File: config.mk
export PLATFORM = sky130hd
export DESIGN_NAME = scatter_top
export DESIGN_NICKNAME = d
export VERILOG_FILES = /design/src/lane_pkg.sv /design/src/batch_pkg.sv /design/src/batch_issuer.sv /design/src/elastic_buffer.sv /design/src/stream_unpack.sv /design/src/lane_bank.sv /design/src/scatter_top.sv
export VERILOG_INCLUDE_DIRS = /design/src
export SDC_FILE = /design/constraint.sdc
export NUM_CORES = 2
export LEC_CHECK = 0
export BUFFER_PORTS_ARGS = -buffer_cell sky130_fd_sc_hd__buf_4
export CAP_MARGIN = 0
export CORE_UTILIZATION = 52
export CTS_BUF_LIST = sky130_fd_sc_hd__clkbuf_4
export DETAILED_ROUTE_END_ITERATION = 8
export HOLD_SLACK_MARGIN = 0.12
export PLACE_DENSITY = 0.69
export SYNTH_ARGS = -nofsm -noshare
export SYNTH_HDL_FRONTEND = slang
export SYNTH_SLANG_ARGS = --single-unit
File: constraint.sdc
create_clock -name clk -period 4.6 [get_ports clk]
set_input_delay 0.69 -clock clk [delete_from_list [all_inputs] [get_ports clk]]
set_output_delay 0.69 -clock clk [all_outputs]
set_load 0.005 [all_outputs]
File: src/unpack_cfg.svh
// configuration macros for lane count, data, address and tag widths, and bank depth
`ifndef UNPACK_CFG_SVH
`define UNPACK_CFG_SVH

// number of lanes carried by one batch command
`define SCT_NUM_LANES 4

// width of one data word stored in a bank
`define SCT_DATA_W 16

// bank word address width
`define SCT_ADDR_W 4

// batch sequence tag width, the tag wraps at 2**SCT_TAG_W
`define SCT_TAG_W 4

// words per bank, has to cover the full address range
`define SCT_BANK_DEPTH 16

`endif

File: src/lane_pkg.sv
// lane-side types: address and word vectors, lane request, item and response structs, bank FSM
`include "unpack_cfg.svh"

package lane_pkg;

    // word address inside one bank
    typedef logic [`SCT_ADDR_W-1:0] addr_t;

    // data word, the accumulation wraps at this width
    typedef logic [`SCT_DATA_W-1:0] word_t;

    // one lane's slot of a batch command
    typedef struct packed {
        addr_t addr;
        word_t data;
    } lane_req_t;

    // what travels from the unpacker to a bank
    typedef struct packed {
        lane_req_t              req;
        logic [`SCT_TAG_W-1:0]  tag;
    } lane_item_t;

    // bank response, the updated word with the batch tag
    typedef struct packed {
        word_t                  word;
        logic [`SCT_TAG_W-1:0]  tag;
    } lane_rsp_t;

    typedef enum logic {
        BANK_IDLE,
        BANK_RESP
    } bank_state_t;

endpackage

File: src/batch_pkg.sv
// issue-side types: tag, lane mask, external batch command and tagged batch
`include "unpack_cfg.svh"

package batch_pkg;

    // sequence number stamped on every accepted command
    typedef logic [`SCT_TAG_W-1:0] tag_t;

    // one bit per lane, a set bit means the lane takes part in the batch
    typedef logic [`SCT_NUM_LANES-1:0] lane_mask_t;

    // command as it arrives from outside
    typedef struct packed {
        lane_mask_t                                 mask;
        lane_pkg::lane_req_t [`SCT_NUM_LANES-1:0]   lanes;
    } batch_cmd_t;

    // command after the issuer has stamped it
    typedef struct packed {
        batch_cmd_t cmd;
        tag_t       tag;
    } batch_t;

endpackage

File: src/batch_issuer.sv
// batch_issuer: one-entry command register with a wrapping sequence tag
`timescale 1ns/1ps

module batch_issuer (
    input  logic                    clk,
    input  logic                    reset,
    input  logic                    cmd_valid,
    input  batch_pkg::batch_cmd_t   cmd,
    output logic                    cmd_ready,
    output logic                    batch_valid,
    output batch_pkg::batch_t       batch,
    input  logic                    batch_ready
);

    batch_pkg::tag_t next_tag;
    logic            cmd_fire;

    // the single entry can be refilled in the cycle it is drained
    assign cmd_ready = !batch_valid || batch_ready;
    assign cmd_fire  = cmd_valid && cmd_ready;

    always_ff @(posedge clk) begin
        if (reset) begin
            batch_valid <= 1'b0;
            next_tag    <= '0;
        end else begin
            if (cmd_fire) begin
                batch_valid <= 1'b1;
                // empty-mask commands take a tag as well
                next_tag    <= batch_pkg::tag_t'(next_tag + 1'b1);
            end else if (batch_ready) begin
                batch_valid <= 1'b0;
            end
        end
    end

    always_ff @(posedge clk) begin
        if (cmd_fire) begin
            batch.cmd <= cmd;
            batch.tag <= next_tag;
        end
    end

endmodule

File: src/elastic_buffer.sv
// elastic_buffer: two-entry valid/ready buffer with registered output and registered ready
`timescale 1ns/1ps

module elastic_buffer #(
    parameter int DATAW = 8
) (
    input  logic             clk,
    input  logic             reset,
    input  logic             valid_in,
    input  logic [DATAW-1:0] data_in,
    output logic             ready_in,
    output logic             valid_out,
    output logic [DATAW-1:0] data_out,
    input  logic             ready_out
);

    // out_* is the output register, skid_* catches one item while the output stalls
    logic             out_valid;
    logic [DATAW-1:0] out_data;
    logic             skid_valid;
    logic [DATAW-1:0] skid_data;
    logic             out_free;

    // the output register can load when it is empty or being read this cycle
    assign out_free  = !out_valid || ready_out;

    // ready only looks at the skid slot, so there is no path from ready_out
    assign ready_in  = !skid_valid;
    assign valid_out = out_valid;
    assign data_out  = out_data;

    always_ff @(posedge clk) begin
        if (reset) begin
            out_valid  <= 1'b0;
            skid_valid <= 1'b0;
        end else begin
            if (out_free) begin
                if (skid_valid) begin
                    out_valid  <= 1'b1;
                    skid_valid <= 1'b0;
                end else begin
                    out_valid  <= valid_in;
                end
            end else if (valid_in && !skid_valid) begin
                skid_valid <= 1'b1;
            end
        end
    end

    always_ff @(posedge clk) begin
        if (out_free) begin
            out_data <= skid_valid ? skid_data : data_in;
        end else if (valid_in && !skid_valid) begin
            skid_data <= data_in;
        end
    end

endmodule

File: src/stream_unpack.sv
// stream_unpack: splits a masked batch into per-lane streams, one elastic buffer per lane
`timescale 1ns/1ps
`include "unpack_cfg.svh"

module stream_unpack (
    input  logic                                        clk,
    input  logic                                        reset,
    input  logic                                        batch_valid,
    input  batch_pkg::batch_t                           batch,
    output logic                                        batch_ready,
    output logic [`SCT_NUM_LANES-1:0]                   lane_valid,
    output lane_pkg::lane_item_t [`SCT_NUM_LANES-1:0]   lane_item,
    input  logic [`SCT_NUM_LANES-1:0]                   lane_ready
);

    // lanes of the current batch that have not yet gone into their buffer
    batch_pkg::lane_mask_t rem_mask;
    batch_pkg::lane_mask_t rem_mask_n;
    batch_pkg::lane_mask_t buf_ready;
    batch_pkg::lane_mask_t push;
    logic                  sent_all;

    // a lane whose buffer takes the item this cycle drops out of the remaining set
    assign rem_mask_n = rem_mask & ~buf_ready;
    assign sent_all   = ~(|(batch.cmd.mask & rem_mask_n));

    // an empty mask is released in the cycle it shows up
    assign batch_ready = sent_all;

    always_ff @(posedge clk) begin
        if (reset) begin
            rem_mask <= '1;
        end else if (batch_valid) begin
            if (sent_all) begin
                rem_mask <= '1;
            end else begin
                rem_mask <= rem_mask_n;
            end
        end
    end

    for (genvar i = 0; i < `SCT_NUM_LANES; i++) begin : g_lane
        lane_pkg::lane_item_t item_in;

        assign item_in.req = batch.cmd.lanes[i];
        assign item_in.tag = batch.tag;

        // offer only masked lanes that were not sent in an earlier cycle
        assign push[i] = batch_valid && batch.cmd.mask[i] && rem_mask[i];

        elastic_buffer #(
            .DATAW ($bits(lane_pkg::lane_item_t))
        ) i_elastic_buffer (
            .clk       (clk),
            .reset     (reset),
            .valid_in  (push[i]),
            .data_in   (item_in),
            .ready_in  (buf_ready[i]),
            .valid_out (lane_valid[i]),
            .data_out  (lane_item[i]),
            .ready_out (lane_ready[i])
        );
    end

endmodule

File: src/lane_bank.sv
// lane_bank: per-lane accumulating memory with a tagged registered response
`timescale 1ns/1ps
`include "unpack_cfg.svh"

module lane_bank (
    input  logic                 clk,
    input  logic                 reset,
    input  logic                 req_valid,
    input  lane_pkg::lane_item_t req,
    output logic                 req_ready,
    output logic                 rsp_valid,
    output lane_pkg::lane_rsp_t  rsp,
    input  logic                 rsp_ready
);

    lane_pkg::bank_state_t state;
    lane_pkg::word_t       mem [`SCT_BANK_DEPTH];
    lane_pkg::word_t       new_word;
    logic                  req_fire;

    // a pending response that leaves this cycle frees the bank for the next request
    assign req_ready = (state == lane_pkg::BANK_IDLE) || rsp_ready;
    assign req_fire  = req_valid && req_ready;
    assign rsp_valid = (state == lane_pkg::BANK_RESP);

    // read-modify-write in one cycle, the sum wraps at the word width
    assign new_word = mem[req.req.addr] + req.req.data;

    always_ff @(posedge clk) begin
        if (reset) begin
            state <= lane_pkg::BANK_IDLE;
        end else begin
            case (state)
                lane_pkg::BANK_IDLE: begin
                    if (req_valid) begin
                        state <= lane_pkg::BANK_RESP;
                    end
                end
                lane_pkg::BANK_RESP: begin
                    // stay here when the next request replaces the outgoing response
                    if (rsp_ready && !req_valid) begin
                        state <= lane_pkg::BANK_IDLE;
                    end
                end
                default: begin
                    state <= lane_pkg::BANK_IDLE;
                end
            endcase
        end
    end

    // memory starts from zero so the accumulated words are known
    always_ff @(posedge clk) begin
        if (reset) begin
            for (int i = 0; i < `SCT_BANK_DEPTH; i++) begin
                mem[i] <= '0;
            end
        end else if (req_fire) begin
            mem[req.req.addr] <= new_word;
        end
    end

    always_ff @(posedge clk) begin
        if (req_fire) begin
            rsp.word <= new_word;
            rsp.tag  <= req.tag;
        end
    end

endmodule

File: src/scatter_top.sv
// scatter_top: issuer, unpacker and one accumulating bank per lane
`timescale 1ns/1ps
`include "unpack_cfg.svh"

module scatter_top (
    input  logic                                        clk,
    input  logic                                        reset,
    input  logic                                        cmd_valid,
    input  batch_pkg::batch_cmd_t                       cmd,
    output logic                                        cmd_ready,
    output logic [`SCT_NUM_LANES-1:0]                   rsp_valid,
    output lane_pkg::lane_rsp_t [`SCT_NUM_LANES-1:0]    rsp,
    input  logic [`SCT_NUM_LANES-1:0]                   rsp_ready
);

    logic                                       batch_valid;
    logic                                       batch_ready;
    batch_pkg::batch_t                          batch;
    logic [`SCT_NUM_LANES-1:0]                  lane_valid;
    logic [`SCT_NUM_LANES-1:0]                  lane_ready;
    lane_pkg::lane_item_t [`SCT_NUM_LANES-1:0]  lane_item;

    batch_issuer i_batch_issuer (
        .clk         (clk),
        .reset       (reset),
        .cmd_valid   (cmd_valid),
        .cmd         (cmd),
        .cmd_ready   (cmd_ready),
        .batch_valid (batch_valid),
        .batch       (batch),
        .batch_ready (batch_ready)
    );

    stream_unpack i_stream_unpack (
        .clk         (clk),
        .reset       (reset),
        .batch_valid (batch_valid),
        .batch       (batch),
        .batch_ready (batch_ready),
        .lane_valid  (lane_valid),
        .lane_item   (lane_item),
        .lane_ready  (lane_ready)
    );

    // lanes are independent, each bank only sees its own stream
    for (genvar i = 0; i < `SCT_NUM_LANES; i++) begin : g_bank
        lane_bank i_lane_bank (
            .clk       (clk),
            .reset     (reset),
            .req_valid (lane_valid[i]),
            .req       (lane_item[i]),
            .req_ready (lane_ready[i]),
            .rsp_valid (rsp_valid[i]),
            .rsp       (rsp[i]),
            .rsp_ready (rsp_ready[i])
        );
    end

endmodule

==> impl_metrics.csv <==
group,metric,value,unit
route,first_pass_iters,5,
cells_and_area,nFillCells,8600,
placed_design,hpwl,96800,microns
yosys,synth-seq-cells,1421,
yosys,synth-edff-count,1384,
setup_path,end_kind,"register",
yosys,avgSynthCellArea,15.6,sq um
sta,worstMarginPinSlew,1.31,ns
yosys,syn_nets,4037,
sta,fmax,0.235,GHz
clock_tree,htreeDepth,5,
sta,setup_tns,0,ns
yosys,synth_cell_types,60,
sta,slew-limit-headroom,12.3,%
sta,rsz0062_at_grt,"no",
yosys,synth_flop_cell,"edfxtp_1",
setup_path,required,5.56,ns
die,io_pins,176,
global_route,grt_pass1_wl,231000,microns
clock_tree,numCtsBuffers,375,
route,vias,36800,
cells_and_area,layout_commonest_cell,"edfxtp_1",
run_status,status,"finished, final reports clean",
sta,hold_viol,0,
placed_design,gp_congestion,0.867,
setup_path,critPathTopFamily,"multiplexers",
global_route,antenna_found_initial,6,
clock_tree,clockBufferDepth,4,
setup_path,worstPathMaxFanout,23,
job,drv_cap,0,
sta,drv_slew,0,
global_route,grt_pass1_vias,37300,
die,die_w,343,microns
placed_design,placed_area,64400,sq um
clock_tree,clk_latency,1.30,ns
setup_path,critPathSlowestCell,"xnor2_2",
clock_tree,path_clk_slew,0.06,ns
pwr,peakVddDrop,293,uV
clock_tree,cts_tree,"yes",
min_path,hold_class,"input pin to register",
clock_tree,cts_num_sinks,1421,
die,start_util,52.7,%
setup_path,start_kind,"register",
die,fp.coreArea,115000,sq um
pwr,leakage,0.0269,uW
global_route,overflow,0,
min_path,hp-start,"cmd[38]",
sta,fin_worst_skew,0.0974,ns
global_route,grtUsageTotal,26.7,%
route,drt_iter0_drc,3898,
die,die_height,343,microns
setup_path,slowest_delay,0.64,ns
route,route.detailed.drc,0,
sta,fin_crit_sh,92.4,%
placed_design,port-buffer-count,175,
min_path,hold_path_depth,2,
route,detail-route-antenna-nets,0,
cells_and_area,syn_to_final_growth,16.7,%
yosys,async_reset_ff_share,0,%
route,wl,155000,microns
die,die_area,118000,sq um
setup_path,path_buf_inv,1,
yosys,synth_cells,3881,
cells_and_area,final_nets,4711,
yosys,ys_warn_count,0,
setup_path,r2r_slack,0.35,ns
yosys,yosysSeqAreaShare,69.9,%
clock_tree,cts-resized-gates,0,
die,num_rows,124,
clock_tree,root_buffer,"clkbuf_4",
cells_and_area,layout_common_cells,"edfxtp_1 (1384), nor2_1 (1018), clkbuf_4 (543), buf_4 (379), mux4_2 (316)",
route,viasPerCell,5.82,
pwr,power_density,411,nW/um^2
cells_and_area,design_area,70600,sq um
route,post_drt_wl_per_cell,24.6,microns
setup_path,crit_chain,"buf_12 -> mux4_2 -> mux4_2 -> ha_1 -> a21oi_1 -> o21ai_0 -> a311oi_1 -> o21ai_0 -> xnor2_2 -> nor2_1",
setup_path,r2r_cells,10,
sta,fin_crit,4.25,ns
global_route,grt_max_degree,62,
sta,setup_violations,0,
setup_path,r2r-end,"g_bank[2].i_lane_bank.mem[5][15]$_SDFFCE_PN0P_",
setup_path,cp.arrival,5.21,ns
setup_path,crit_type,"register to register",
min_path,holdPathEnd,"i_batch_issuer.batch[42]$_DFFE_PP_",
yosys,syn-cell-area,60500,sq um
cells_and_area,drive_gt1_share,29.4,%
[routing by layer]
layer | track usage (%) | vias to the layer above | wire length, microns
met5 | 0 | - | 41
met4 | 10.1 | 6 | 4390
met3 | 5.52 | 299 | 14400
met2 | 42.1 | 1907 | 74700
met1 | 37.0 | 18500 | 61700
li1 | - | 16000 | -
[cell usage after synthesis, drive strengths merged, types with 37 or more instances]
master / n / area, sq um
nand2: 79 / 297
buf: 79 / 414
nand2b: 87 / 544
mux2: 113 / 1270
inv: 86 / 323
dfxtp: 37 / 741
ha: 61 / 763
nor2: 1018 / 3820
clkbuf: 189 / 712
nor3: 50 / 265
edfxtp: 1384 / 41600
a21oi: 75 / 375
mux4: 316 / 7120
[how the worst max path moves through the flow]
| stage | to | slack, ns | cells after the start |
|---|---|---|---|
| floorplan | g_bank[1].i_lane_bank.mem[0][12]$_SDFFCE_PN0P_ | 0.74 | 14 |
| global route | g_bank[2].i_lane_bank.mem[5][15]$_SDFFCE_PN0P_ | 0.16 | 10 |
| global placement | g_bank[2].i_lane_bank.mem[13][15]$_SDFFCE_PN0P_ | 0.37 | 10 |
| finish | g_bank[2].i_lane_bank.mem[5][15]$_SDFFCE_PN0P_ | 0.35 | 10 |
| detailed placement | g_bank[2].i_lane_bank.mem[5][15]$_SDFFCE_PN0P_ | 0.43 | 10 |
| CTS | g_bank[1].i_lane_bank.mem[4][15]$_SDFFCE_PN0P_ | 0.38 | 11 |
[through the flow]
step,hold WS [ns],setup WS (ns),instances,util [%],total power (uW)
2_1_floorplan,0.400,0.743,3881,-,17300
5_1_grt,0.170,0.162,6320,61.5,30100
3_5_place_dp,0.406,0.435,5516,56.1,18700
6_report,0.255,0.349,6320,61.5,29000
4_1_cts,0.133,0.377,6311,61.5,29200
3_3_place_gp,0.404,0.372,5516,56.1,18600
[cell families (layout without fill, tap and decap cells)]
logic type / after synthesis / after routing / share of synthesized area [%]
buffers and inverters: 354 / 1272 / 2.39
muxes: 445 / 445 / 14.1
adders and majority gates: 65 / 65 / 1.39
DFF: 1421 / 1421 / 69.9
xor gates and xnor gates: 55 / 55 / 0.858
and+or+nand+nor: 1352 / 1352 / 9.36
other: 0 / 9 / 0
AOI/OAI and AO/OA: 189 / 189 / 1.96
[state kept, by name, summed over array words and instances, names as in the netlist, named ones only]
signal                                              flops
i_stream_unpack.rem_mask                                4
i_stream_unpack.g_lane.i_elastic_buffer.skid_data      96
i_stream_unpack.g_lane.i_elastic_buffer.data_out       96
i_batch_issuer.batch                                   88
g_bank.i_lane_bank.mem                               1024
g_bank.i_lane_bank.rsp                                 80
i_stream_unpack.g_lane.i_elastic_buffer.skid_valid      4
g_bank.i_lane_bank.rsp_valid                            4
i_stream_unpack.g_lane.i_elastic_buffer.valid_out       4
i_batch_issuer.next_tag                                 4
i_batch_issuer.batch_valid                              1
[repair_timing]
item	in CTS	in global routing
hold buffers	174	0
buffers inserted	0	0
endpoints found under the hold margin	143	0
endpoints found under the setup margin	0	0
[layout make-up]
type / count / area, sq um / share of cell area, %
well taps: 1512 / 1890 / 2.68
diodes: 9 / 22.5 / 0.0319
flip-flops and latches: 1421 / 42300 / 59.9
repair buffers: 565 / 4830 / 6.84
inverters: 86 / 323 / 0.457
clock inverters: 78 / 342 / 0.484
clock buffers: 543 / 4080 / 5.77
multi-input cells: 2106 / 16800 / 23.8
[power by group]
part           internal, uW  switching, uW
Sequential            14700            223
Clock                  5420           5020
Combinational          1290           2370
Total                 21400           7610
No activity file was read; power rests on OpenSTA's default activity.
